**src/hdl/pit_config.svh**
```systemverilog
/*
 * Interval timer configuration macros
 *   count and bus widths
 *   control word field positions
 *   register addresses on the one-bit address
 */
`ifndef PIT_CONFIG_SVH
`define PIT_CONFIG_SVH

// Preset width; internal count is one bit wider to hold 65536
`define PIT_COUNT_WIDTH 16
`define PIT_BYTE_WIDTH 8

`define PIT_ADDR_COUNTER 1'b0
`define PIT_ADDR_CONTROL 1'b1

// Control word fields
`define PIT_RW_LSB 4
`define PIT_RW_MSB 5
`define PIT_MODE_LSB 1
`define PIT_MODE_MSB 3

`endif

```
**src/hdl/pit_pkg.sv**
```systemverilog
/*
 * Shared interval timer types
 *   rw_format_t   control word read/load field
 *   count_mode_t  decoded counting mode
 */
`default_nettype none

`include "pit_config.svh"

package pit_pkg;

    // Encoding matches the control word read/load field
    typedef enum logic [`PIT_RW_MSB-`PIT_RW_LSB:0] {
        RW_LATCH    = 2'd0,
        RW_MSB_ONLY = 2'd1,
        RW_LSB_ONLY = 2'd2,
        RW_LSB_MSB  = 2'd3
    } rw_format_t;

    typedef enum logic {
        MODE_TERMINAL_COUNT = 1'b0,
        MODE_RATE_GENERATOR = 1'b1
    } count_mode_t;

endpackage

`default_nettype wire

```
**src/hdl/pit_control_word.sv**
```systemverilog
/*
 * Timer register front end
 *   address decode of count and control registers
 *   control word storage, format and mode
 *   preset write byte sequencing
 *   read falling edge detection
 */
`default_nettype none

`include "pit_config.svh"

module pit_control_word (
    input  wire logic                       clock,
    input  wire logic                       reset,
    input  wire logic                       address,
    input  wire logic                       write,
    input  wire logic                       read,
    input  wire logic [`PIT_BYTE_WIDTH-1:0] data_in,
    output logic                            config_update,
    output pit_pkg::rw_format_t             rw_format,
    output pit_pkg::count_mode_t            count_mode,
    output logic                            preset_write_low,
    output logic                            preset_write_high,
    output logic                            preset_complete,
    output logic                            latch_command,
    output logic                            read_done
);

    logic                                  control_write;
    logic                                  counter_write;
    pit_pkg::rw_format_t                   rw_field;
    logic [`PIT_MODE_MSB-`PIT_MODE_LSB:0]  mode_field;
    logic                                  write_second;
    logic                                  write_low;
    logic                                  read_prev;

    assign control_write = write && (address == `PIT_ADDR_CONTROL);
    assign counter_write = write && (address == `PIT_ADDR_COUNTER);

    assign rw_field   = pit_pkg::rw_format_t'(data_in[`PIT_RW_MSB:`PIT_RW_LSB]);
    assign mode_field = data_in[`PIT_MODE_MSB:`PIT_MODE_LSB];

    // Latch command leaves format and mode untouched
    assign latch_command = control_write && (rw_field == pit_pkg::RW_LATCH);
    assign config_update = control_write && (rw_field != pit_pkg::RW_LATCH);

    always_ff @(posedge clock, posedge reset) begin
        if (reset) begin
            rw_format  <= pit_pkg::RW_MSB_ONLY;
            count_mode <= pit_pkg::MODE_TERMINAL_COUNT;
        end else if (config_update) begin
            rw_format <= rw_field;
            // Modes 2 and 6 both mean rate generator
            if (mode_field == 3'd2 || mode_field == 3'd6) begin
                count_mode <= pit_pkg::MODE_RATE_GENERATOR;
            end else begin
                count_mode <= pit_pkg::MODE_TERMINAL_COUNT;
            end
        end
    end

    // Set once the low byte of an LSB then MSB preset is in
    always_ff @(posedge clock, posedge reset) begin
        if (reset) begin
            write_second <= 1'b0;
        end else if (config_update) begin
            write_second <= 1'b0;
        end else if (counter_write && rw_format == pit_pkg::RW_LSB_MSB) begin
            write_second <= ~write_second;
        end
    end

    assign write_low = (rw_format == pit_pkg::RW_LSB_ONLY) ||
                       (rw_format == pit_pkg::RW_LSB_MSB && !write_second);

    assign preset_write_low  = counter_write && write_low;
    assign preset_write_high = counter_write && !write_low;

    // Last byte of the preset in the current format
    assign preset_complete = counter_write &&
                             (rw_format != pit_pkg::RW_LSB_MSB || write_second);

    always_ff @(posedge clock, posedge reset) begin
        if (reset) begin
            read_prev <= 1'b0;
            read_done <= 1'b0;
        end else begin
            read_prev <= read;
            read_done <= read_prev && !read && (address == `PIT_ADDR_COUNTER);
        end
    end

endmodule

`default_nettype wire

```
**src/hdl/pit_count_core.sv**
```systemverilog
/*
 * Timer counting core
 *   counter clock falling edge detection
 *   preset register, zero meaning 65536
 *   down-counter for terminal count and rate generator modes
 *   counter output waveform
 */
`default_nettype none

`include "pit_config.svh"

module pit_count_core (
    input  wire logic                        clock,
    input  wire logic                        reset,
    input  wire logic [`PIT_BYTE_WIDTH-1:0]  data_in,
    input  wire logic                        config_update,
    input  wire pit_pkg::count_mode_t        count_mode,
    input  wire logic                        preset_write_low,
    input  wire logic                        preset_write_high,
    input  wire logic                        preset_complete,
    input  wire logic                        counter_clock,
    input  wire logic                        counter_gate,
    output logic [`PIT_COUNT_WIDTH:0]        count,
    output logic                             counter_out
);

    localparam logic [`PIT_COUNT_WIDTH:0] COUNT_ONE = 1;

    logic [`PIT_COUNT_WIDTH-1:0]  preset;
    logic [`PIT_COUNT_WIDTH:0]    preset_value;
    logic                         clock_sample;
    logic                         count_edge;
    logic                         load_pending;
    logic                         counting;
    logic                         rate_mode;
    logic [`PIT_COUNT_WIDTH:0]    count_next;

    assign rate_mode = (count_mode == pit_pkg::MODE_RATE_GENERATOR);

    // A new control word clears both bytes, so single byte formats
    // leave the other byte at zero
    always_ff @(posedge clock, posedge reset) begin
        if (reset) begin
            preset <= '0;
        end else if (config_update) begin
            preset <= '0;
        end else begin
            if (preset_write_low) begin
                preset[`PIT_BYTE_WIDTH-1:0] <= data_in;
            end
            if (preset_write_high) begin
                preset[`PIT_COUNT_WIDTH-1:`PIT_BYTE_WIDTH] <= data_in;
            end
        end
    end

    assign preset_value = (preset == '0) ? {1'b1, {`PIT_COUNT_WIDTH{1'b0}}}
                                         : {1'b0, preset};

    always_ff @(posedge clock, posedge reset) begin
        if (reset) begin
            clock_sample <= 1'b0;
        end else begin
            clock_sample <= counter_clock;
        end
    end

    assign count_edge = clock_sample && !counter_clock;

    always_ff @(posedge clock, posedge reset) begin
        if (reset) begin
            load_pending <= 1'b0;
            counting     <= 1'b0;
        end else if (config_update) begin
            load_pending <= 1'b0;
            counting     <= 1'b0;
        end else begin
            if (preset_complete) begin
                load_pending <= 1'b1;
            end else if (count_edge) begin
                load_pending <= 1'b0;
            end
            if (count_edge && load_pending) begin
                counting <= 1'b1;
            end
        end
    end

    always_comb begin
        count_next = count;
        if (load_pending) begin
            count_next = preset_value;
        end else if (counter_gate) begin
            if (rate_mode) begin
                count_next = count - COUNT_ONE;
                // Reload instead of reaching zero
                if (count_next == '0) begin
                    count_next = preset_value;
                end
            end else if (count != '0) begin
                count_next = count - COUNT_ONE;
            end
        end
    end

    always_ff @(posedge clock, posedge reset) begin
        if (reset) begin
            count <= '0;
        end else if (config_update) begin
            count <= '0;
        end else if (count_edge && (counting || load_pending)) begin
            count <= count_next;
        end
    end

    always_ff @(posedge clock, posedge reset) begin
        if (reset) begin
            counter_out <= 1'b0;
        end else if (config_update || !counting) begin
            // Idle level, low for mode 0 and high for mode 2
            counter_out <= rate_mode;
        end else if (rate_mode && !counter_gate) begin
            counter_out <= 1'b1;
        end else if (!rate_mode && preset_complete) begin
            counter_out <= 1'b0;
        end else if (count_edge) begin
            if (rate_mode) begin
                counter_out <= (count_next != COUNT_ONE);
            end else begin
                counter_out <= (count_next == '0);
            end
        end
    end

endmodule

`default_nettype wire

```
**src/hdl/pit_read_latch.sv**
```systemverilog
/*
 * Count readback
 *   counter latch command handling
 *   read byte sequencing
 *   data_out byte select
 */
`default_nettype none

`include "pit_config.svh"

module pit_read_latch (
    input  wire logic                       clock,
    input  wire logic                       reset,
    input  wire logic [`PIT_COUNT_WIDTH:0]  count,
    input  wire pit_pkg::rw_format_t        rw_format,
    input  wire logic                       config_update,
    input  wire logic                       latch_command,
    input  wire logic                       read_done,
    output logic [`PIT_BYTE_WIDTH-1:0]      data_out
);

    logic [`PIT_COUNT_WIDTH-1:0]  held_value;
    logic                         latch_held;
    logic                         read_second;
    logic                         read_low;

    // A count of 65536 reads back as zero
    always_ff @(posedge clock, posedge reset) begin
        if (reset) begin
            held_value <= '0;
        end else if (!latch_held) begin
            held_value <= count[`PIT_COUNT_WIDTH-1:0];
        end
    end

    // Further latch commands are ignored until the held value is read
    always_ff @(posedge clock, posedge reset) begin
        if (reset) begin
            latch_held <= 1'b0;
        end else if (latch_command) begin
            latch_held <= 1'b1;
        end else if (read_done && (rw_format != pit_pkg::RW_LSB_MSB || read_second)) begin
            latch_held <= 1'b0;
        end
    end

    always_ff @(posedge clock, posedge reset) begin
        if (reset) begin
            read_second <= 1'b0;
        end else if (config_update) begin
            read_second <= 1'b0;
        end else if (read_done && rw_format == pit_pkg::RW_LSB_MSB) begin
            read_second <= ~read_second;
        end
    end

    assign read_low = (rw_format == pit_pkg::RW_LSB_ONLY) ||
                      (rw_format == pit_pkg::RW_LSB_MSB && !read_second);

    assign data_out = read_low ? held_value[`PIT_BYTE_WIDTH-1:0]
                               : held_value[`PIT_COUNT_WIDTH-1:`PIT_BYTE_WIDTH];

endmodule

`default_nettype wire

```
**src/hdl/pit_counter.sv**
```systemverilog
/*
 * Programmable interval timer, single channel
 *   register front end, counting core and readback
 */
`default_nettype none

`include "pit_config.svh"

module pit_counter (
    input  wire logic                       clock,
    input  wire logic                       reset,
    input  wire logic                       address,
    input  wire logic                       write,
    input  wire logic                       read,
    input  wire logic [`PIT_BYTE_WIDTH-1:0] data_in,
    input  wire logic                       counter_clock,
    input  wire logic                       counter_gate,
    output logic      [`PIT_BYTE_WIDTH-1:0] data_out,
    output logic                            counter_out
);

    logic                       config_update;
    pit_pkg::rw_format_t        rw_format;
    pit_pkg::count_mode_t       count_mode;
    logic                       preset_write_low;
    logic                       preset_write_high;
    logic                       preset_complete;
    logic                       latch_command;
    logic                       read_done;
    logic [`PIT_COUNT_WIDTH:0]  count;

    pit_control_word control_word0 (
        .clock             (clock),
        .reset             (reset),
        .address           (address),
        .write             (write),
        .read              (read),
        .data_in           (data_in),
        .config_update     (config_update),
        .rw_format         (rw_format),
        .count_mode        (count_mode),
        .preset_write_low  (preset_write_low),
        .preset_write_high (preset_write_high),
        .preset_complete   (preset_complete),
        .latch_command     (latch_command),
        .read_done         (read_done)
    );

    pit_count_core count_core0 (
        .clock             (clock),
        .reset             (reset),
        .data_in           (data_in),
        .config_update     (config_update),
        .count_mode        (count_mode),
        .preset_write_low  (preset_write_low),
        .preset_write_high (preset_write_high),
        .preset_complete   (preset_complete),
        .counter_clock     (counter_clock),
        .counter_gate      (counter_gate),
        .count             (count),
        .counter_out       (counter_out)
    );

    pit_read_latch read_latch0 (
        .clock         (clock),
        .reset         (reset),
        .count         (count),
        .rw_format     (rw_format),
        .config_update (config_update),
        .latch_command (latch_command),
        .read_done     (read_done),
        .data_out      (data_out)
    );

endmodule

`default_nettype wire

```
**config.mk**
```make
export PLATFORM = sky130hd
export DESIGN_NAME = pit_counter
export DESIGN_NICKNAME = d
export VERILOG_FILES = /design/src/hdl/pit_pkg.sv /design/src/hdl/pit_control_word.sv /design/src/hdl/pit_count_core.sv /design/src/hdl/pit_read_latch.sv /design/src/hdl/pit_counter.sv
export VERILOG_INCLUDE_DIRS = /design/src /design/src/hdl
export SDC_FILE = /design/constraint.sdc
export NUM_CORES = 1
export LEC_CHECK = 0
export ABC_AREA = 1
export BUFFER_PORTS_ARGS = -buffer_cell sky130_fd_sc_hd__buf_2
export CORE_ASPECT_RATIO = 0.75
export CORE_MARGIN = 4
export CORE_UTILIZATION = 40
export CTS_CLUSTER_DIAMETER = 80
export DETAILED_ROUTE_END_ITERATION = 10
export GPL_TIMING_DRIVEN = 0
export HOLD_SLACK_MARGIN = 0.12
export PLACE_DENSITY = 0.61
export REMOVE_ABC_BUFFERS = 1
export SLEW_MARGIN = 20
export SYNTH_ARGS = -nofsm -noshare
export SYNTH_HDL_FRONTEND = slang
export SYNTH_HIERARCHICAL = 1
export SYNTH_SLANG_ARGS = --single-unit
```
**constraint.sdc**
```tcl
create_clock -name clock -period 7.9 [get_ports clock]
set_input_delay 1.185 -clock clock [delete_from_list [all_inputs] [get_ports clock]]
set_output_delay 1.185 -clock clock [all_outputs]
set_load 0.005 [all_outputs]
```
==> metrics.txt, run 1 <==
HP Class flip-flop to flip-flop; Multi-input gate area between 2000 and 2500 sq um; Internal Pwr Total 874 uW; Slew @ Worst Pin ~1.1 ns; Post-CTS Setup Inserts 0; Syn Inst Count 637; RSZ-0062 raised after global routing no; DRT met1 WL 5990 um; die height 98.4 um; Hold Buf Count CTS 0; yosys warns 6; clock-pin transition on the worst setup and hold timing paths 0.05 ns; post-route cell area between 4000 and 5000 sq um; total grt overflow 0; post-DP HPWL ~8800 um; Final period util 43.1%; area leader, netlist dfrtp_1; CTS tree built; first-pass GRT wire length 19300 um; Routed WL 11700 um; Psw 744 uW; Distinct cells, synth 37; register-to-register setup slack about 4.5 ns; pwr/cell area 336 nW/um^2; synthesized area per cell a little under 7 sq um; Max-Cap Viols 0; number of buffers created by CTS 9; Total GRT Usage 19.2%; sequential standard cell area around 1500 sq um; Vias 4151; vias in the first global route 3717; Top FF cell, synth dfrtp_1; Hold Crit Start read_latch0/held_value[5]; fmax approximately 0.29 GHz; clock root buffer clkbuf_16; fin nets 669; antenna cell count 0; DR WL met3 870 um; Post-CTS Resized 0; Crit. Startpoint count_core0/count[0]; synthesized area ~4400 sq um; htree depth 3; Placer Congestion 0.921; Synth top cells by count nand2_1 (183), inv_1 (93), nand3_1 (64); antenna viol nets, final 0; met2 wire length 4710 um; R2R cell count 18; peak supply drop ~0.13 mV; Worst Skew about 0.0056 ns; Arr. time, crit path 3.67 ns; Core Footprint 10500 sq um; fin. max-slew vios 0; reg2reg start count_core0/count[0]; most common cell in the netlist nand2_1; Crit. End Element flip-flop; Clk Latency, worst-skew pair between 0.3 and 0.4 ns; register bit total from synthesis 61; area share of the leading cell type in the synthesized netlist 34.5%; initial antenna violation count 0; highest routed metal layer met4; crit start category flip-flop; Die Span X 128 um; Worst Path Required 8.16 ns; combinational power share 46.3%; # IOs 24; DRT Pass-1 Iters 7; Crit Path Category flip-flop to flip-flop; reg-to-reg endpoint count_core0/counter_out; TritonCTS sink count 61; Iter 0 DRT Violations 368; CP max FO 18; port bufs 23; number of enable flip-flop cells after synthesis 0; Cell Area, Placed 4530 sq um; Static Leakage around 0.0024 uW; die area 12600 sq um; final setup violation count 0; Initial Util 41.7%; largest net degree at the start of global routing 34; WL per Instance 14.8 um; vias per std cell roughly 5.2; Setup crit end count_core0/counter_out; Sequential Power Share 30.8%; register area share after synthesis a little over a third; Fill cells 1098; share of cells above drive strength 1 16.5%; Slew headroom 28.0%; Fin. Hold Viols 0; worst-case clock buffer depth 2; outcome completed; row count 32; residual DRC count 0; Sum Neg Setup Slack 0 ns; power share of the clock group 22.9%; Area Overhead vs Synth 10.5%; top post-synthesis cells by area dfrtp_1 (34%), nand2_1 (16%), inv_1 (8.0%); ys async rst share 100%; Final Critical Period ~3.4 ns; Net Sw Frac a little under half
-- worst min-delay path by stage --
stage,slack [ns],depth (start not counted),endpoint
after global routing,0.49,2,read_latch0/held_value[1]
after detailed placement,0.47,2,read_latch0/held_value[4]
after global placement,0.47,2,read_latch0/held_value[5]
final,0.48,2,read_latch0/held_value[5]
after floorplan,0.45,2,control_word0/read_done
after CTS,0.48,2,read_latch0/held_value[4]
-- power by group through the flow --
stage	clock [uW]	sequential [uW]	combinational, uW
2_1_floorplan	0	469	574
3_3_place_gp	0	500	722
3_5_place_dp	0	502	737
4_1_cts	378	497	740
5_1_grt	396	512	838
6_report	370	498	749
-- cell usage in the layout, fill, tap and decap left out --
cell,netlist,routed
a21boi_0,1,1
and2_1,2,2
nor2_8,1,1
o221a_2,1,1
o21ai_0,44,44
nand2_2,16,16
clkinv_2,1,2
nand2_1,183,183
o22ai_1,5,5
or2_0,1,1
nand2_4,4,4
a21boi_2,1,1
ha_1,3,3
nand2_8,1,1
a21oi_2,5,5
a21oi_1,32,32
inv_1,93,92
a22oi_1,1,1
buf_16,0,1
clkbuf_16,0,9
dfrtp_1,60,59
clkbuf_1,10,3
o21ai_2,12,12
nand3_1,64,64
clkbuf_8,0,3
nor2_4,8,8
o21ai_1,4,4
nand4_1,8,8
nor2_1,42,42
inv_2,2,3
dfrtp_2,0,1
dfstp_2,1,1
buf_2,2,23
nand3_2,7,7
o31ai_1,1,1
nor2_2,8,8
nor3_4,1,1
nor4_1,3,3
-- kinds of logic after synthesis --
family          after synthesis  share of synthesized area [%]
buf+inv                     117                           11.5
simple gates                349                           38.2
fa+ha+maj                     3                          0.862
flops                        61                           35.1
compound gates              107                           14.4
-- final cells by class --
cell class	count	share of cell area, %
inverter	96	7.51
multi-input combinational	459	48.3
clock inverter	1	0.104
sequential	61	31.8
timing repair buffer	24	2.96
tap	136	3.54
clock buffer	15	5.77
-- critical path: stages (launching register included) --
cell and delay (ns):
dfrtp_1 0.47, inv_2 0.22, ha_1 0.36, nand2_1 0.09, nand2_1 0.06, nand2_1 0.11, nor3_4 0.65, nand3_2 0.42
nand2_1 0.16, nand3_1 0.07, nand2_1 0.09, nand2_1 0.04, nand2_1 0.11, nor2_1 0.06, nand2_1 0.07, nor2_2 0.05
nand3_1 0.09, nand3_2 0.09, a21oi_2 0.12
-- stage by stage --
step	utilization [%]	std cells	setup slack (ns)	power (uW)	hold slack, ns
6_report	46.1	792	4.49	1620	0.478
4_1_cts	46.0	792	4.53	1620	0.482
5_1_grt	46.1	792	4.12	1750	0.492
3_3_place_gp	43.1	775	4.45	1220	0.467
2_1_floorplan	-	616	5.26	1040	0.449
3_5_place_dp	43.3	776	4.47	1240	0.469
-- registers in the layout (all words and copies together) (netlist names) --
register,count
count_core0/count,17
count_core0/preset,16
read_latch0/held_value,16
control_word0/rw_format,2
control_word0/count_mode,1
control_word0/read_done,1
control_word0/read_prev,1
control_word0/write_second,1
count_core0/clock_sample,1
count_core0/counter_out,1
count_core0/counting,1
count_core0/load_pending,1
read_latch0/latch_held,1
read_latch0/read_second,1
-- metal layers --
metal	up-vias	global-route usage, %
met2	156	26.3
met1	1911	30.1
met5	-	0
met4	0	6.12
li1	2065	-
met3	19	3.72
No activity file was read; power rests on OpenSTA's default activity.
==> run 2: changes to the inputs <==
Settings changed: PLACE_DENSITY 0.61 to 0.63.
Clock period 7.9 ns to 3.1 ns, I/O delays scaled along.
==> metrics.txt, run 2 (synthesis results as in run 1) <==
Slew headroom 40.7% (+13 points); row count 32 (unchanged); CTS tree built; Final Util 48.3% (+2.2 points); placed cells 776 (unchanged); total grt overflow 0 (unchanged); initial antenna violation count 0 (unchanged); Total GRT Usage 19.9% (+0.62 points); fin nets 684 (+2.2%); Final period util 94.8% (+52 points); pwr/cell area 911 nW/um^2 (+170%); fmax 0.340 GHz (+16%); Largest register FFs 17 (unchanged); Most flops, register count_core0/count; residual DRC count 0 (unchanged); Arr. time, crit path 3.19 ns (-0.48 ns); WL per Instance 15.1 um (+2.3%); met1 usage 29.3% (-0.80 points); Slew @ Worst Pin 0.887 ns (-0.193 ns); largest net degree at the start of global routing 34 (unchanged); most frequent cells in the layout nand2_1 (183), inv_1 (91), nand3_1 (64); DRT Pass-1 Iters 5 (-2); final setup violation count 0 (unchanged); clock root buffer clkbuf_16; Iter 0 DRT Violations 384 (+4.3%); final hold slack 0.259 ns (-0.219 ns); power share of the clock group 24.8% (+1.9 points); peak supply drop 0.358 mV (+180%); met2 Use GR 28.5% (+2.3 points); vias per std cell 5.24 (about the same); Sequential Power Share 27.8% (-3.0 points); slack of the critical path 0.161 ns (-4.33 ns); Routed WL 12200 um (+4.2%); worst-case clock buffer depth 2 (unchanged); most common cell after layout, fill and taps aside nand2_1; fin. max-slew vios 0 (unchanged); Setup WS pre-CTS -0.292 ns (-4.77 ns); Die Span X 128 um (unchanged); Fin. Hold Viols 0 (unchanged); TritonCTS sink count 61 (unchanged); die area 12600 sq um (unchanged); Clk Latency, worst-skew pair 0.33 ns (about the same); Net Sw Frac 44.2% (-1.8 points); outcome completed; CP max FO 8 (-10); antenna viol nets, final 0 (unchanged); crit start category flip-flop; Psw 2030 uW (+170%); Worst Path Required 3.36 ns (-4.80 ns); Final Critical Period 2.94 ns (-0.470 ns); first-pass GRT wire length 20000 um (+3.9%); htree depth 3 (unchanged); GR Util met3 5.03% (+1.3 points); grt peak-use layer met1; combinational power share 47.4% (+1.1 points); clock-pin transition on the worst setup and hold timing paths 0.05 ns (about the same); port bufs 23 (unchanged); Area Overhead vs Synth 15.9%; # IOs 24 (unchanged); antenna cell count 0 (unchanged); share of cells above drive strength 1 19.5% (+3.1 points); final non-filler cell total 807 (+1.9%); post-DP HPWL 8970 um (+1.4%); top flop regs count_core0/count x17, count_core0/preset x16, read_latch0/held_value x16; Placer Congestion 0.918 (-0.35%); Crit Path Category flip-flop to flip-flop; Core Footprint 10500 sq um (unchanged); Vias 4230 (+1.9%); Worst Skew 0.00396 ns (-0.00167 ns); vias in the first global route 3959 (+6.5%); Static Leakage 0.00250 uW (+4.0%); Internal Pwr Total 2560 uW (+190%); number of buffers created by CTS 9 (unchanged); HP Class primary input to flip-flop; Initial Util 41.7% (unchanged); Crit. End Element flip-flop; Max-Cap Viols 0 (unchanged); die height 98.4 um (unchanged)
[run 2: changes by cell type in the layout (fill, tap and decap cells not counted), moves of 2 or more]
| cell | change |
|---|---|
| nand3_2 | -2 |
| dfrtp_2 | +2 |
| buf_4 | +12 |
| nand3_4 | +2 |
| nor2_1 | -3 |
| bufinv_16 | +3 |
| dfrtp_1 | -2 |
| clkbuf_8 | -3 |
| clkinv_4 | +2 |
| clkbuf_1 | -2 |
| nor2_4 | +3 |
[run 2: layout make-up]
cell class	count	area, sq um
Tap cell	136	170
Timing Repair Buffer	38	254
Clock inverter	6	111
Multi-Input combinational cell	460	2380
Clock buffer	10	229
Fill cell	1063	5400
Sequential cell	61	1530
Inverter	96	367
[run 2: final timing paths]
check	start	endpoint	slack, ns	cells after the start
max in group asynchronous	reset	read_latch0/latch_held	1.75	3
max reg2reg	count_core0/count[0]	count_core0/counter_out	0.16	21
min	counter_clock	count_core0/clock_sample	0.26	1
min in group asynchronous	reset	control_word0/read_done	0.64	3
max	count_core0/count[0]	count_core0/counter_out	0.16	21
min reg2reg	read_latch0/held_value[1]	read_latch0/held_value[1]	0.48	2
[run 2: through the flow]
step / power, uW / setup TNS (ns) / cell area [sq um]
3_5_place_dp: 3160 / -0.497 / 4530
6_report: 4600 / 0 / 5050
2_1_floorplan: 2660 / 0 / 4220
3_3_place_gp: 3120 / -0.317 / 4500
5_1_grt: 4930 / -0.0145 / 5050
4_1_cts: 4460 / 0 / 4960
[run 2: power by group through the flow]
stage	Clock (uW)	Sequential [uW]	Combinational [uW]
floorplan	0	1190	1460
global placement	0	1270	1840
detailed placement	0	1280	1880
CTS	1160	1270	2030
global route	1200	1310	2410
finish	1140	1280	2180
[run 2: critical path, cell delays in order (launching register included)]
cell and delay, ns:
dfrtp_2 0.45, clkinv_4 0.11, ha_4 0.18, inv_1 0.04, nand2_1 0.08, nand3_1 0.09, nor2_1 0.13, nand2_1 0.10
nor2_4 0.16, nand3_4 0.14, nor2_8 0.18, buf_4 0.14, nand3_2 0.06, nand3_1 0.08, nand2_1 0.08, a21oi_2 0.16
nand3_1 0.14, nor2_2 0.19, nand2_1 0.08, nand2_1 0.07, nand3_2 0.07, a21oi_2 0.11
[run 2: timing repair]
item	CTS	global route
gates resized for setup	4	11
setup buffers	7	6
pin swaps	2	2
gates cloned	1	0
hold endpoints to repair	5	0
hold buffers	1	0
endpoints found under the setup margin	9	1
[run 2: per-layer routing]
metal	part of all wire, %	up-vias
met5	0	-
met4	1.5	0
met3	9.2	16
met2	41	168
met1	48	1951
li1	-	2095
==> run 3: changes to the inputs <==
Settings changed: CELL_PAD_IN_SITES_DETAIL_PLACEMENT from default to 1, CELL_PAD_IN_SITES_GLOBAL_PLACEMENT from default to 1, PLACE_DENSITY 0.63 to 0.81.
==> metrics.txt, run 3 (synthesis results as in run 1) <==
Core Footprint 10500 sq um (unchanged); Die Span X 128 um (unchanged); Slew @ Worst Pin 1.11 ns (+0.226 ns); Max-Cap Viols 0 (unchanged); clock-pin transition on the worst setup and hold timing paths 0.05 ns (about the same); pwr/cell area 904 nW/um^2 (-0.73%); antenna cell count 0 (unchanged); clock root buffer clkbuf_16; number of buffers created by CTS 9 (unchanged); CP max FO 8 (unchanged); CTS tree built; power share of the clock group 21.8% (-3.0 points); die height 98.4 um (unchanged); reg2reg start count_core0/count[1]; Most flops, register count_core0/count; Area Overhead vs Synth 15.8% (about the same); total grt overflow 0 (unchanged); Placer Congestion 0.863 (-6.0%); Clk Latency, worst-skew pair 0.33 ns (about the same); Largest register FFs 17 (unchanged); Static Leakage 0.00248 uW (-0.76%); Psw 2120 uW (+4.6%); Hold Crit Start counter_clock; WL per Instance 17.2 um (+14%); top flop regs count_core0/count x17, count_core0/preset x16, read_latch0/held_value x16; peak supply drop 0.343 mV (-4.1%); Net Sw Frac 46.6% (+2.4 points); TritonCTS sink count 61 (unchanged); Crit Path Category flip-flop to flip-flop; fin nets 683 (-0.15%); Routed WL 13900 um (+14%); share of cells above drive strength 1 21.0% (+1.5 points); port bufs 23 (unchanged); fin. max-slew vios 0 (unchanged); Arr. time, crit path 3.23 ns (+0.04 ns); Crit. Startpoint count_core0/count[1]; PnR Total Power 4560 uW (-0.80%); Final period util 95.9% (+1.1 points); die area 12600 sq um (unchanged); most frequent cells in the layout nand2_1 (181), inv_1 (91), nand3_1 (64); HP Class primary input to flip-flop; DRT Pass-1 Iters 4 (-1); Worst Path Required 3.36 ns (about the same); combinational power share 50.1% (+2.7 points); crit start category flip-flop; first-pass GRT wire length 22600 um (+13%); worst-case clock buffer depth 2 (unchanged); post-DP HPWL 10400 um (+16%); Slew headroom 25.8% (-15 points); outcome completed; Total GRT Usage 22.7% (+2.9 points); vias in the first global route 4381 (+11%); Iter 0 DRT Violations 401 (+4.4%); antenna viol nets, final 0 (unchanged); initial antenna violation count 0 (unchanged); Fin. Hold Viols 0 (unchanged); Worst Skew 0.00516 ns (+0.00120 ns); register-to-register setup slack 0.13 ns (-0.03 ns); vias per std cell 5.30 (+1.0%); Final Critical Period 2.97 ns (+0.0342 ns); row count 32 (unchanged); final hold slack 0.251 ns (-0.00805 ns); Initial Util 41.7% (unchanged); htree depth 3 (unchanged); # IOs 24 (unchanged); fmax 0.336 GHz (-1.1%); largest net degree at the start of global routing 34 (unchanged); Internal Pwr Total 2430 uW (-5.1%); Vias 4268 (+0.90%); most common cell after layout, fill and taps aside nand2_1; final setup violation count 0 (unchanged); residual DRC count 0 (unchanged); Sequential Power Share 28.1% (+0.3 points); Crit. End Element flip-flop
## run 3: path summary, 6_finish.rpt
check	to	cells after the start
setup / recovery	count_core0/counter_out	19
hold / removal	count_core0/clock_sample	1
setup reg to reg	count_core0/counter_out	19
hold reg to reg	read_latch0/held_value[3]	2
max in group asynchronous	read_latch0/latch_held	3
min in group asynchronous	control_word0/write_second	3
## run 3: cell type report
type / instances / area, sq um
clock buffers: 12 / 246
clock inverters: 4 / 47.5
fillers: 1367 / 5410
inverters: 96 / 369
multi-input cells: 460 / 2410
flip-flops and latches: 61 / 1540
well taps: 136 / 170
repair buffers: 37 / 259
## run 3: what timing repair did
item / 4_1_cts / 5_1_grt
cloned: 1 / 0
endpoints found under the setup margin: 11 / 2
hold buffers: 1 / 0
resized for setup: 6 / 25
hold endpoints to repair: 5 / 0
pin swaps: 3 / 14
setup buffers: 6 / 6
## run 3: stage by stage
stage               cells  setup TNS, ns  utilization (%)  cell area, sq um  worst slack, ns
floorplan             616              0                -              4220            0.464
CTS                   800              0             47.0              4910          0.00566
global placement      775         -0.488             43.1              4500           -0.258
detailed placement    776          -1.25             43.3              4530           -0.363
global route          806        -0.0136             48.3              5040          -0.0136
finish                806              0             48.3              5040            0.127
## run 3: metal layers
metal | routed length, um | vias to the layer above | track usage, %
met5 | 0 | - | 0
met4 | 208 | 0 | 6.36
met3 | 746 | 15 | 4.16
met2 | 6340 | 117 | 35.5
met1 | 6580 | 2049 | 32.2
li1 | - | 2087 | -
## run 3: worst max-delay path, stage by stage, from the launching register on
cell and delay (ns):
dfrtp_2 0.42, inv_4 0.07, buf_12 0.13, ha_1 0.19, nand3_1 0.10, inv_1 0.06
nand3_1 0.09, inv_1 0.05, nor2_1 0.49, inv_1 0.28, o221a_2 0.30, nand2_1 0.06
nand2_1 0.05, nand2_1 0.12, nor2_1 0.06, nand2_1 0.07, nor2_2 0.06, nand3_1 0.10
nand3_2 0.09, a21oi_2 0.12
## run 3: power by group through the flow
stage / logic (uW) / registers, uW / clock network, uW
CTS: 2080 / 1270 / 1010
global placement: 1870 / 1270 / 0
finish: 2280 / 1280 / 993
detailed placement: 1960 / 1280 / 0
global route: 2520 / 1320 / 1060
floorplan: 1460 / 1190 / 0
